$ cat config.mk
export PLATFORM = sky130hd
export DESIGN_NAME = exec_div_top
export DESIGN_NICKNAME = d
export VERILOG_FILES = /design/src/source/div_pkg.sv /design/src/source/lead_one_finder.sv /design/src/source/div_pipe_reg.sv /design/src/source/div_core.sv /design/src/source/exec_div_top.sv
export SDC_FILE = /design/constraint.sdc
export NUM_CORES = 1
export LEC_CHECK = 0
export ABC_AREA = 1
export BUFFER_PORTS_ARGS = -buffer_cell sky130_fd_sc_hd__buf_4
export CAP_MARGIN = 20
export CORE_MARGIN = 1.5
export CORE_UTILIZATION = 30
export CTS_CLUSTER_SIZE = 20
export DETAILED_ROUTE_END_ITERATION = 10
export GPL_ROUTABILITY_DRIVEN = 0
export PLACE_DENSITY_LB_ADDON = 0.05
export SLEW_MARGIN = 30
export SYNTH_ARGS = -nofsm -noshare
export SYNTH_HDL_FRONTEND = slang
export SYNTH_SLANG_ARGS = --single-unit
$ cat constraint.sdc
create_clock -name clk -period 10.05 [get_ports clk]
set_input_delay 1.5075 -clock clk [delete_from_list [all_inputs] [get_ports clk]]
set_output_delay 1.5075 -clock clk [all_outputs]
set_load 0.01 [all_outputs]
$ cat src/source/div_pkg.sv
package div_pkg;

    // datapath and pipeline field widths
    localparam int xlen      = 32;
    localparam int reg_idx_w = 5;
    localparam int fu_type_w = 4;

    // functional unit code routed to the divider
    localparam logic [fu_type_w-1:0] fu_div = 4'd2;

    // operation subtype, same encoding as the issue stage
    typedef enum logic [4:0] {
        op_div  = 5'd0,
        op_mod  = 5'd1,
        op_divu = 5'd2,
        op_modu = 5'd3
    } div_op_e;

    // issue stage payload
    typedef struct packed {
        logic                 valid;
        logic [fu_type_w-1:0] fu_type;
        div_op_e              op;
        logic [xlen-1:0]      src1;
        logic [xlen-1:0]      src2;
        logic [reg_idx_w-1:0] rd;
    } exec_issue_t;

    // writeback stage payload
    typedef struct packed {
        logic                 valid;
        logic [reg_idx_w-1:0] rd;
        logic [xlen-1:0]      result;
    } div_wb_t;

    // divider core FSM
    typedef enum logic [1:0] {
        st_idle,
        st_align,
        st_iter,
        st_hold
    } div_state_e;

endpackage

$ cat src/source/lead_one_finder.sv
`timescale 1ns/1ps

module lead_one_finder (
    input  logic [div_pkg::xlen-1:0] data,
    output logic [4:0]               msb_index
);
    logic [15:0] d16;
    logic [7:0]  d8;
    logic [3:0]  d4;
    logic [1:0]  d2;

    // halve the window at each level, keep the upper half if it has a one
    always_comb
    begin
        msb_index[4] = |data[31:16];
        if (msb_index[4])
            d16 = data[31:16];
        else
            d16 = data[15:0];

        msb_index[3] = |d16[15:8];
        if (msb_index[3])
            d8 = d16[15:8];
        else
            d8 = d16[7:0];

        msb_index[2] = |d8[7:4];
        if (msb_index[2])
            d4 = d8[7:4];
        else
            d4 = d8[3:0];

        msb_index[1] = |d4[3:2];
        if (msb_index[1])
            d2 = d4[3:2];
        else
            d2 = d4[1:0];

        // zero input falls through to index 0
        msb_index[0] = d2[1];
    end

endmodule

$ cat src/source/div_pipe_reg.sv
`timescale 1ns/1ps

module div_pipe_reg #(
    parameter type payload_t = logic
) (
    input  logic     clk,
    input  logic     rst_n,
    input  logic     stall,
    input  logic     flush,
    input  payload_t d,
    output payload_t q
);

    // flush wins over stall so a killed entry never lingers
    always_ff @(posedge clk or negedge rst_n)
    begin
        if (!rst_n)
        begin
            q <= '0;
        end
        else if (flush)
        begin
            q <= '0;
        end
        else if (!stall)
        begin
            q <= d;
        end
    end

endmodule

$ cat src/source/div_core.sv
`timescale 1ns/1ps

module div_core (
    input  logic                 clk,
    input  logic                 rst_n,
    input  logic                 flush,
    input  logic                 out_stall,
    input  div_pkg::exec_issue_t req,
    output logic                 busy,
    output div_pkg::div_wb_t     done_out
);
    import div_pkg::*;

    div_state_e state_q;
    div_state_e state_d;

    logic [xlen-1:0]      rem_q;
    logic [xlen-1:0]      rem_d;
    logic [xlen-1:0]      quo_q;
    logic [xlen-1:0]      quo_d;
    logic [xlen-1:0]      dvs_q;
    logic [xlen-1:0]      dvs_d;
    logic [5:0]           shift_q;
    logic [5:0]           shift_d;
    div_op_e              op_q;
    div_op_e              op_d;
    logic [reg_idx_w-1:0] rd_q;
    logic [reg_idx_w-1:0] rd_d;
    logic                 a_sign_q;
    logic                 a_sign_d;
    logic                 b_sign_q;
    logic                 b_sign_d;

    logic                 accept;
    logic                 fin;
    logic [xlen-1:0]      a_mag;
    logic [xlen-1:0]      b_mag;
    logic [4:0]           rem_msb;
    logic [4:0]           dvs_msb;
    logic [5:0]           shift_calc;
    logic [xlen:0]        diff;

    function automatic logic op_signed(div_op_e op);
        return (op == op_div) || (op == op_mod);
    endfunction

    lead_one_finder u_rem_lof (
        .data      (rem_q),
        .msb_index (rem_msb)
    );

    lead_one_finder u_dvs_lof (
        .data      (dvs_q),
        .msb_index (dvs_msb)
    );

    assign accept = (state_q == st_idle) && req.valid && (req.fu_type == fu_div)
                    && !out_stall;

    // magnitudes for signed ops, raw operands otherwise
    assign a_mag = (op_signed(req.op) && req.src1[xlen-1]) ? -req.src1 : req.src1;
    assign b_mag = (op_signed(req.op) && req.src2[xlen-1]) ? -req.src2 : req.src2;

    // negative result means divisor already exceeds dividend
    assign shift_calc = {1'b0, rem_msb} - {1'b0, dvs_msb};

    // borrow in the top bit says the shifted divisor does not fit
    assign diff = {1'b0, rem_q} - ({1'b0, dvs_q} << shift_q);

    // busy drops as soon as the held result can leave
    assign busy = (state_q != st_idle) && !((state_q == st_hold) && !out_stall);

    always_comb
    begin
        state_d  = state_q;
        rem_d    = rem_q;
        quo_d    = quo_q;
        dvs_d    = dvs_q;
        shift_d  = shift_q;
        op_d     = op_q;
        rd_d     = rd_q;
        a_sign_d = a_sign_q;
        b_sign_d = b_sign_q;
        fin      = 1'b0;

        case (state_q)
            st_idle:
            begin
                if (accept)
                begin
                    state_d  = st_align;
                    rem_d    = a_mag;
                    dvs_d    = b_mag;
                    quo_d    = '0;
                    op_d     = req.op;
                    rd_d     = req.rd;
                    a_sign_d = req.src1[xlen-1];
                    b_sign_d = req.src2[xlen-1];
                end
            end
            st_align:
            begin
                // zero divisor leaves the dividend as remainder
                if ((dvs_q == '0) || shift_calc[5])
                begin
                    fin = 1'b1;
                end
                else
                begin
                    state_d = st_iter;
                    shift_d = shift_calc;
                end
            end
            st_iter:
            begin
                quo_d = {quo_q[xlen-2:0], ~diff[xlen]};
                if (!diff[xlen])
                    rem_d = diff[xlen-1:0];
                if (shift_q == 6'd0)
                    fin = 1'b1;
                else
                    shift_d = shift_q - 6'd1;
            end
            st_hold:
            begin
                if (!out_stall)
                    state_d = st_idle;
            end
            default:
            begin
                state_d = st_idle;
            end
        endcase

        // remainder follows the dividend sign, quotient the sign product
        if (fin)
        begin
            state_d = st_hold;
            if (op_signed(op_q) && a_sign_q)
                rem_d = -rem_d;
            if (op_signed(op_q) && (a_sign_q ^ b_sign_q))
                quo_d = -quo_d;
        end
    end

    always_ff @(posedge clk or negedge rst_n)
    begin
        if (!rst_n)
        begin
            state_q <= st_idle;
        end
        else if (flush)
        begin
            state_q <= st_idle;
        end
        else
        begin
            state_q <= state_d;
        end
    end

    always_ff @(posedge clk)
    begin
        rem_q    <= rem_d;
        quo_q    <= quo_d;
        dvs_q    <= dvs_d;
        shift_q  <= shift_d;
        op_q     <= op_d;
        rd_q     <= rd_d;
        a_sign_q <= a_sign_d;
        b_sign_q <= b_sign_d;
    end

    always_comb
    begin
        done_out.valid = (state_q == st_hold);
        done_out.rd    = rd_q;
        if ((op_q == op_div) || (op_q == op_divu))
            done_out.result = quo_q;
        else
            done_out.result = rem_q;
    end

endmodule

$ cat src/source/exec_div_top.sv
`timescale 1ns/1ps

module exec_div_top (
    input  logic                 clk,
    input  logic                 rst_n,
    input  div_pkg::exec_issue_t issue_in,
    input  logic                 ex_stall,
    input  logic                 ex_flush,
    input  logic                 wb_stall,
    input  logic                 wb_flush,
    output logic                 div_busy,
    output div_pkg::div_wb_t     wb_out
);
    import div_pkg::*;

    exec_issue_t issue_q;
    div_wb_t     done_out;
    logic        issue_stall;

    // hold the request in place while the core works
    assign issue_stall = ex_stall | div_busy;

    div_pipe_reg #(
        .payload_t (exec_issue_t)
    ) u_issue_reg (
        .clk   (clk),
        .rst_n (rst_n),
        .stall (issue_stall),
        .flush (ex_flush),
        .d     (issue_in),
        .q     (issue_q)
    );

    div_core u_core (
        .clk       (clk),
        .rst_n     (rst_n),
        .flush     (wb_flush),
        .out_stall (wb_stall),
        .req       (issue_q),
        .busy      (div_busy),
        .done_out  (done_out)
    );

    // wb_stall is also the core's back-pressure
    div_pipe_reg #(
        .payload_t (div_wb_t)
    ) u_wb_reg (
        .clk   (clk),
        .rst_n (rst_n),
        .stall (wb_stall),
        .flush (wb_flush),
        .d     (done_out),
        .q     (wb_out)
    );

endmodule

==> results of run 1 <==
==> cell families after synthesis <==
kind of cell	after synthesis
AOI/OAI and AO/OA	540
xor gates and xnor gates	101
adders and majority gates	50
buffers and inverters	421
DFF	233
muxes	10
and+or+nand+nor	1160
==> Yosys cell counts (all sizes together) <==
master / instances
o221ai: 1
or2: 8
a31o: 3
dfxtp: 64
a41oi: 2
nand4: 37
clkbuf: 81
xor2: 70
dfrtp: 119
and3: 3
o211ai: 12
fa: 2
a31oi: 12
o21bai: 11
nand2: 581
a211oi: 1
mux2i: 10
a32oi: 2
o21ai: 321
a22oi: 8
nor3: 23
buf: 27
nor4: 11
a21boi: 2
o31ai: 36
nand3b: 8
nor2: 215
o22ai: 4
a2bb2oi: 2
a21oi: 111
nor3b: 1
o21a: 4
ha: 48
edfxtp: 50
a21o: 4
o41ai: 2
o311ai: 2
nand3: 272
inv: 313
and2: 1
xnor2: 31
==> path summary, 6_finish.rpt <==
| kind | from | to | slack (ns) | cells after the start |
|---|---|---|---|---|
| max in group asynchronous | rst_n | u_wb_reg.q[8] | 8.03 | 2 |
| max | u_core.shift_q[0] | u_core.quo_q[26] | 3.64 | 33 |
| min | u_issue_reg.q[3] | u_core.rd_q[3] | 0.44 | 0 |
| max reg2reg | u_core.shift_q[0] | u_core.quo_q[26] | 3.64 | 33 |
| min in group asynchronous | rst_n | u_issue_reg.q[5] | 0.89 | 1 |
| min reg2reg | u_issue_reg.q[3] | u_core.rd_q[3] | 0.44 | 0 |
==> power groups by stage <==
stage | clock network, mW | logic, mW | registers, mW
after detailed placement | 0 | 4.71 | 1.34
after floorplan | 0 | 3.29 | 1.30
after global placement | 0 | 4.80 | 1.34
after global routing | 1.14 | 5.34 | 1.35
final | 1.07 | 4.85 | 1.33
after CTS | 1.11 | 4.75 | 1.33
==> through the flow <==
stage / power (mW) / std cells / utilization / instance area (sq um) / hold WS (ns)
after CTS: 7.18 / 3363 / 0.349 / 19700 / 0.443
after detailed placement: 6.06 / 3307 / 0.332 / 18700 / 0.431
final: 7.26 / 3363 / 0.349 / 19700 / 0.442
after floorplan: 4.59 / 2515 / - / 17100 / 0.425
after global routing: 7.83 / 3363 / 0.349 / 19700 / 0.449
after global placement: 6.14 / 3307 / 0.332 / 18700 / 0.433
==> area by class of cell <==
class                   count  area, sq um
clock buffers              40          810
clock inverters            16          160
fillers                  6220        36700
inverters                 313         1180
multi-input cells        1861         9740
flip-flops and latches    233         5760
well taps                 756          946
repair buffers            144         1090
==> routing by layer <==
layer	global-route usage	vias up	part of all wire
li1	-	8514	-
met3	0.0335	117	0.073
met1	0.353	8181	0.50
met2	0.316	693	0.40
met5	0	-	0.0013
met4	0.0653	10	0.029
==> worst max-delay path: cells and delay by family (launching register included) <==
family | cells | cell delay (ns)
AND/OR/NAND/NOR | 20 | 2.93
AO/OA/AOI/OAI | 5 | 1.11
buffers and inverters | 5 | 1.02
adder cells (fa/ha/maj) | 2 | 0.67
flip-flops | 1 | 0.35
XOR/XNOR | 1 | 0.16
==> state kept, by name (all words and copies together) (netlist names) <==
register         count
u_issue_reg.q       79
u_core.a_sign_q      1
u_core.state_q       2
u_core.dvs_q        32
u_wb_reg.q          38
u_core.b_sign_q      1
u_core.quo_q        32
u_core.rem_q        32
u_core.rd_q          5
u_core.op_q          5
u_core.shift_q       6
==> results.py, run 1 <==
metrics = {
    "synthesis": {
        "synthAdderAreaFrac": 0.0374,
        "seq_area_frac_synth": 0.336,
        "synthMuxAreaShare": 0.00584,
        "netlist_instances": 2515,
        "synth_top_family_by_area": "simple AND/OR/NAND/NOR gates",
        "yosysTopAreaCell": "dfrtp_1",
        "synth_area_leaders": "dfrtp_1 17%, nand2_1 12%, o21ai_0 8.8%",
        "syn_nets": 2650,
        "synth_simple_gate_area_share": 0.297,
        "synth_compound_area_frac": 0.175,
        "ys_seq_elements": 233,
        "synthXorXnorAreaFrac": 0.0516,
        "synth_area_per_cell_sq_um": 6.82,
        "synth_area_sq_um": 17100,
        "yosys.cell_types.count": 64,
        "yosysTopAreaCellShare": 0.174,
        "synth.yosys.warnings": 0,
    },
    "power": {
        "powerDensity_nw_per_um2": 369,
        "power_switching_mw": 4.04,
        "combinationalPowerShare": 0.669,
        "p_int_mw": 3.22,
        "vdd_ir_drop_max_mv": 0.193,
        "swShare": 0.557,
        "pwr-share-seq": 0.183,
        "power_frac_clock": 0.148,
        "leakagePower_nw": 9.33,
    },
    "clock_tree": {
        "clk_pin_slew_ns": 0.06,
        "htree_levels": 1,
        "ctsResizeCount": 0,
        "root_buffer": "clkbuf_16",
        "clk_latency_ns": 0.57,
        "cts_tree": "built",
        "clkSinkCount": 233,
        "numCtsBuffers": 30,
        "cts_setup_buffers": 0,
        "cts_hold_buf": 0,
        "clk_path_buf_depth": 3,
    },
    "global_route": {
        "grt_pass1_vias": 16603,
        "grt-ovfl-total": 0,
        "antenna_found_initial": 6,
        "grt_pass1_wl_um": 103000,
        "grt_start_max_net_pins": 80,
        "grt_util_all_layers": 0.226,
    },
    "drt": {
        "via_per_inst": 5.21,
        "drc": 0,
        "wire_per_inst_um": 20.3,
        "antenna_left": 0,
        "drt_first_pass_iters": 7,
        "drtIter0Drc": 1841,
        "wirelength_um": 68100,
        "vias": 17515,
    },
    "worst_hold_path": {
        "hold_path.class": "flip-flop to flip-flop",
    },
    "setup_path": {
        "path_max_fanout": 48,
        "critPathMaxStageDelay_ns": 0.49,
        "critPathLaunchType": "flip-flop",
        "crit_required_ns": 10.50,
        "path_class": "flip-flop to flip-flop",
        "worstPathArrival_ns": 6.86,
        "crit_top_cell": "nand2_1",
        "cp-end-kind": "flip-flop",
        "worst_path_max_delay_cell": "ha_1",
    },
    "sta": {
        "clock_skew_ns": 0.0199,
        "setup_ws_ns": 3.64,
        "worst_pin_slew_ns": 0.837,
        "timing.final.crit_share": 0.638,
        "finalHoldViolations": 0,
        "period_minus_slack_ns": 6.41,
        "drv_slew": 0,
        "tns_ns": 0,
        "rsz0062_at_grt": "false",
        "setup_viol": 0,
        "relSlewSlack": 0.440,
        "fmax_ghz": 0.156,
    },
    "die": {
        "core_area_sq_um": 56400,
        "die_area_sq_um": 58600,
        "ioPinCount": 124,
        "die_x_um": 242,
        "rows": 87,
        "die-height_um": 242,
        "initial_core_util": 0.304,
    },
    "outcome": {
        "status": "complete, no violations",
    },
    "cells_and_area": {
        "fin_nets": 2718,
        "final_layout_size_suffix_gt1_frac": 0.0955,
        "syn_to_final_growth_pct": 14.8,
        "antenna_cells": 0,
        "final_common_cell": "nand2_1",
        "layout_common_cells": "566 x nand2_1, 303 x inv_1, 301 x o21ai_0",
    },
    "placed_design": {
        "port_buffers": 123,
        "dp_slack_ns": 3.80,
        "hpwl_um": 53400,
    },
    "job": {
        "cap_violations": 0,
    },
}
No activity file was read; power rests on OpenSTA's default activity.
==> run 2, diff against run 1 <==
Clock period 10.05 ns to 5.62 ns, I/O delays scaled along.
==> results.py, run 2 (synthesis gave the netlist of run 1 again) <==
metrics = {
    "setup_path": {
        "startpoint": "u_core.dvs_q[19]",
        "regToRegStartpoint": "u_core.dvs_q[19]",
        "path_class": "flip-flop to flip-flop",
        "r2r_end": "u_core.rem_q[26]",
        "cp-end-kind": "flip-flop",
        "critPathMaxStageDelay_ns": 0.49,
        "cp.depth": 33,
        "worst_path_max_delay_cell": "edfxtp_1",
        "path_max_fanout": 19,
        "worstPathArrival_ns": 5.68,
        "cp-endpoint": "u_core.rem_q[26]",
        "crit_required_ns": 6.06,
        "r2r_setup_slack_ns": 0.38,
        "critical_path.top_delay_family": "simple AND/OR/NAND/NOR gates",
        "r2r_cells": 33,
        "crit_top_cell": "nand2_1",
        "critPathLaunchType": "flip-flop",
        "cp_num_buf_inv": 6,
    },
    "clock_tree": {
        "clk_path_buf_depth": 3,
        "clk_pin_slew_ns": 0.06,
        "cts_hold_buf": 0,
        "cts_tree": "built",
        "clk_latency_ns": 0.59,
        "numCtsBuffers": 30,
        "htree_levels": 1,
        "clkSinkCount": 233,
        "root_buffer": "clkbuf_16",
    },
    "global_route": {
        "grt-ovfl-total": 0,
        "grt_util_all_layers": 0.221,
        "grt_pass1_wl_um": 101000,
        "grt_pass1_vias": 16843,
        "grt_start_max_net_pins": 82,
        "antenna_found_initial": 1,
    },
    "placed_design": {
        "port_buffers": 123,
        "hpwl_um": 53300,
        "dpl_cell_area_sq_um": 19200,
    },
    "drt": {
        "wirelength_um": 66900,
        "drtIter0Drc": 1683,
        "via_per_inst": 5.13,
        "antenna_left": 0,
        "wire_per_inst_um": 19.5,
        "vias": 17625,
        "drt_first_pass_iters": 6,
        "drc": 0,
    },
    "cells_and_area": {
        "max_flop_register": "u_issue_reg.q",
        "fin_nets": 2788,
        "reg_top3": "u_issue_reg.q x79, u_wb_reg.q x38",
        "final_common_cell": "nand2_1",
        "largest_reg_flops": 79,
        "design_area_sq_um": 20300,
        "final_layout_size_suffix_gt1_frac": 0.127,
        "nFillCells": 6212,
        "regArea_sq_um": 5770,
        "multi_input_area_sq_um": 9790,
        "syn_to_final_growth_pct": 18.7,
        "antenna_cells": 0,
        "layout_common_cells": "565 x nand2_1, 301 x inv_1, 294 x o21ai_0",
    },
    "die": {
        "core_area_sq_um": 56400,
        "die_area_sq_um": 58600,
        "rows": 87,
        "initial_core_util": 0.304,
        "die-height_um": 242,
        "die_x_um": 242,
        "ioPinCount": 124,
    },
    "worst_hold_path": {
        "hold_path.class": "input pin to asynchronous set/reset pin",
    },
    "sta": {
        "rsz0062_at_grt": "true",
        "worst_pin_slew_ns": 0.843,
        "clock_skew_ns": 0.0298,
        "hold_slack_ns": 0.275,
        "drv_slew": 0,
        "timing.final.crit_share": 0.933,
        "finalHoldViolations": 0,
        "setup_viol": 0,
        "period_minus_slack_ns": 5.24,
        "fmax_ghz": 0.191,
        "relSlewSlack": 0.438,
    },
    "power": {
        "powerDensity_nw_per_um2": 661,
        "vdd_ir_drop_max_mv": 0.322,
        "leakagePower_nw": 9.72,
    },
    "outcome": {
        "status": "complete, no violations",
    },
    "job": {
        "cap_violations": 0,
    },
}
## run 2: metrics by stage
stage	setup WS, ns	total power, mW	setup TNS, ns	util	instances
after detailed placement	-0.243	11.3	-2.96	0.341	3373
after global routing	-0.0362	14.5	-0.0362	0.361	3433
final	0.376	13.4	0	0.361	3433
after global placement	-0.317	11.4	-6.15	0.341	3373
after CTS	0.00832	13.3	0	0.359	3430
after floorplan	1.08	8.21	0	-	2515
## run 2: worst min-delay path by stage
stage,start,end,slack (ns)
floorplan,u_issue_reg.q[36],u_core.b_sign_q,0.42
detailed placement,u_issue_reg.q[70],u_core.op_q[1],0.43
CTS,rst_n,u_issue_reg.q[5],0.34
global placement,u_issue_reg.q[2],u_core.rd_q[2],0.43
finish,rst_n,u_issue_reg.q[6],0.28
global route,rst_n,u_issue_reg.q[6],0.36
## run 2: area by class of cell
type | count | share of cell area
inverter | 313 | 0.0582
sequential | 233 | 0.283
clock inverter | 7 | 0.00363
multi-input combinational | 1861 | 0.481
timing repair buffer | 214 | 0.0827
tap | 756 | 0.0465
clock buffer | 49 | 0.0444
## run 2: repair_timing
item,CTS,global route
gates resized for setup,5,26
setup buffers,1,1
setup endpoints to repair,32,49
pin swaps,1,2
endpoints found under the hold margin,0,0
## run 2: per-layer routing
layer  GRT usage  part of all wire  vias to the layer above
li1            -                 -                     8652
met4      0.0504             0.019                        2
met2       0.321              0.42                      604
met3      0.0399             0.073                       69
met1       0.334              0.49                     8298
met5           0           0.00019                        -
## run 2: where the power goes
group	internal (mW)	switching (mW)	total, mW
Clock	1.14	0.764	1.90
Sequential	2.11	0.310	2.42
Combinational	3.03	6.09	9.11
Total	6.28	7.16	13.4
## run 2: worst reg2reg max path: cells and delay by family (launching register included)
kind                       cells  cell delay (ns)
buffers and inverters          6             0.84
adders and majority gates      1             0.27
AOI/OAI and AO/OA              8             1.29
DFF                            1             0.49
and+or+nand+nor               18             2.23
==> run 3, diff against run 2 <==
Settings changed: ABC_AREA 1 to unset.
==> results.py, run 3 <==
metrics = {
    "setup_path": {
        "worstPathArrival_ns": 6.24,
        "r2r_setup_slack_ns": -0.11,
        "r2r_end": "u_core.rem_q[28]",
        "regToRegStartpoint": "u_core.shift_q[1]",
        "path_max_fanout": 7,
        "worst_path_max_delay_cell": "or4_4",
        "crit_required_ns": 6.12,
        "r2r_cells": 22,
        "critPathLaunchType": "flip-flop",
        "crit_top_cell": "buf_4",
        "cp-end-kind": "flip-flop",
        "path_class": "flip-flop to flip-flop",
        "path_cells": "buf_12 -> mux2_2 -> mux4_2 -> mux4_2 -> nand2_1 -> ha_1 -> nand4_1 -> buf_4 -> nor4_4 -> buf_4 -> nand4_1 -> o22ai_2 -> buf_4 -> nor3_4 -> buf_6 -> nor3_2 -> a311o_1 -> or4_4 -> nor3_4 -> or3b_4 -> o31ai_4 -> xor2_1",
        "critPathMaxStageDelay_ns": 0.53,
        "cp_num_buf_inv": 5,
        "critical_path.top_delay_family": "simple AND/OR/NAND/NOR gates",
    },
    "drt": {
        "drtIter0Drc": 1265,
        "wirelength_um": 60800,
        "antenna_left": 0,
        "drc": 0,
        "wire_per_inst_um": 20.3,
        "vias": 15741,
        "via_per_inst": 5.26,
        "drt_first_pass_iters": 8,
    },
    "synthesis": {
        "yosysTopAreaCell": "dfrtp_1",
        "synthArstFlopShare": 0.511,
        "synth.yosys.warnings": 0,
        "synth_enable_flop_cells": 50,
        "seq_area_frac_synth": 0.358,
        "synth-main-ff-cell": "dfrtp_1",
        "synth_area_per_cell_sq_um": 8.28,
        "yosysTopAreaCellShare": 0.185,
        "synth.most_common_cell": "nand2_1",
        "yosys.cell_types.count": 86,
        "synth_area_leaders": "dfrtp_1 18%, edfxtp_1 9.3%, dfxtp_1 8.0%",
        "syn_nets": 2080,
        "synth_area_sq_um": 16100,
        "netlist_instances": 1945,
        "yosys-top-cells-count": "310 x nand2_1, 245 x a21oi_1, 192 x nor2_1",
        "ys_seq_elements": 233,
    },
    "cells_and_area": {
        "nFillCells": 5455,
        "layout_common_cells": "396 x buf_4, 307 x nand2_1, 230 x a21oi_1",
        "syn_to_final_growth_pct": 32.1,
        "fin_nets": 2416,
        "antenna_cells": 0,
        "instances_no_fill": 2991,
        "final_common_cell": "buf_4",
        "max_flop_register": "u_issue_reg.q",
        "reg_top3": "u_issue_reg.q x79, u_wb_reg.q x38",
        "largest_reg_flops": 79,
        "final_layout_size_suffix_gt1_frac": 0.253,
        "final_core_util": 0.403,
    },
    "power": {
        "combinationalPowerShare": 0.586,
        "finalPower_mw": 10.5,
        "leakagePower_nw": 8.92,
        "power_frac_clock": 0.177,
        "swShare": 0.431,
        "p_int_mw": 5.99,
        "power_switching_mw": 4.54,
        "powerDensity_nw_per_um2": 495,
        "vdd_ir_drop_max_mv": 0.224,
        "pwr-share-seq": 0.237,
    },
    "global_route": {
        "grt_start_max_net_pins": 120,
        "grt_pass1_wl_um": 93400,
        "grt_util_all_layers": 0.215,
        "antenna_found_initial": 0,
        "grt-ovfl-total": 0,
        "grt_pass1_vias": 15453,
    },
    "die": {
        "die_x_um": 235,
        "ioPinCount": 124,
        "rows": 84,
        "core_area_sq_um": 52800,
        "die-height_um": 235,
        "initial_core_util": 0.305,
        "die_area_sq_um": 55100,
    },
    "clock_tree": {
        "cts_tree": "built",
        "clk_path_buf_depth": 3,
        "numCtsBuffers": 28,
        "cts_hold_buf": 0,
        "clk_latency_ns": 0.57,
        "clk_pin_slew_ns": 0.06,
        "clkSinkCount": 233,
        "htree_levels": 1,
        "root_buffer": "clkbuf_16",
    },
    "placed_design": {
        "placed_cells": 2914,
        "hpwl_um": 47100,
        "port_buffers": 123,
    },
    "sta": {
        "period_minus_slack_ns": 5.73,
        "timing.final.crit_share": 1.02,
        "worst_pin_slew_ns": 0.889,
        "fmax_ghz": 0.174,
        "relSlewSlack": 0.406,
        "drv_slew": 0,
        "rsz0062_at_grt": "true",
        "finalHoldViolations": 0,
        "setup_ws_ns": -0.114,
        "setup_viol": 6,
        "clock_skew_ns": 0.0157,
    },
    "worst_hold_path": {
        "hold_path.class": "input pin to asynchronous set/reset pin",
    },
    "outcome": {
        "violations": "setup timing",
        "status": "complete, but fails checks",
    },
    "job": {
        "cap_violations": 0,
    },
}
run 3: changes by cell type in the layout (fill, tap and decap cells not counted), moves of 26 or more:
cell     change
nand3_1    -244
a22oi_1     +26
o21ai_0    -202
nand2_1    -258
inv_1      -259
mux2i_1     +61
buf_4      +190
xnor2_1     +55
a21oi_1    +119
run 3: routing by layer:
metal / routed length (um) / track usage / vias up
li1: - / - / 7685
met5: 0 / 0 / -
met1: 27600 / 0.291 / 7579
met4: 2260 / 0.0675 / 0
met3: 2510 / 0.0208 / 100
met2: 28500 / 0.363 / 377
run 3: worst max path at each step:
stage / startpoint / endpoint / slack [ns] / cells after the start
3_5_place_dp: u_core.shift_q[1] / u_core.quo_q[31] / -0.16 / 25
5_1_grt: u_core.shift_q[1] / u_core.rem_q[28] / -0.28 / 24
3_3_place_gp: u_core.shift_q[0] / u_core.quo_q[31] / -0.17 / 23
4_1_cts: u_core.shift_q[1] / u_core.rem_q[28] / 0.004 / 21
6_report: u_core.shift_q[1] / u_core.rem_q[28] / -0.11 / 22
2_1_floorplan: u_core.shift_q[1] / u_core.rem_q[25] / 0.002 / 24
run 3: what timing repair did:
action                     CTS  global route
setup endpoints to repair   26            64
pin swaps                    5            21
buffers inserted             4            19
cloned                       0             2
gates resized for setup     14           110
run 3: cell families (layout without fill, tap and decap cells):
family	after synthesis	in the layout	synth area share
multiplexers	106	106	0.0785
adder cells (fa/ha/maj)	50	50	0.0398
XOR/XNOR	148	148	0.0805
AO/OA/AOI/OAI	568	568	0.218
AND/OR/NAND/NOR	683	683	0.187
buffers and inverters	157	515	0.0379
flip-flops	233	233	0.358
run 3: metrics by stage:
stage / hold slack (ns) / setup TNS, ns / setup WS (ns) / cell area (sq um)
after floorplan: 0.425 / 0 / 0.00218 / 16100
after global placement: 0.432 / -1.80 / -0.167 / 19600
after detailed placement: 0.433 / -1.86 / -0.156 / 19600
after CTS: 0.359 / 0 / 0.00381 / 20600
after global routing: 0.385 / -3.35 / -0.277 / 21300
final: 0.314 / -0.293 / -0.114 / 21300
run 3: layout make-up:
class	count	area (sq um)	area share
Multi-Input combinational cell	1555	10200	0.481
Sequential cell	233	5760	0.271
Timing Repair Buffer	416	3300	0.155
Tap cell	688	861	0.0405
Clock buffer	39	803	0.0378
Inverter	47	176	0.00829
Clock inverter	13	139	0.00653
run 3: power by group through the flow:
| stage | clock (mW) | sequential [mW] | combinational [mW] |
|---|---|---|---|
| 4_1_cts | 1.93 | 2.49 | 5.81 |
| 3_3_place_gp | 0 | 2.52 | 5.75 |
| 5_1_grt | 1.99 | 2.55 | 6.69 |
| 3_5_place_dp | 0 | 2.51 | 5.75 |
| 2_1_floorplan | 0 | 2.42 | 3.23 |
| 6_report | 1.87 | 2.49 | 6.17 |
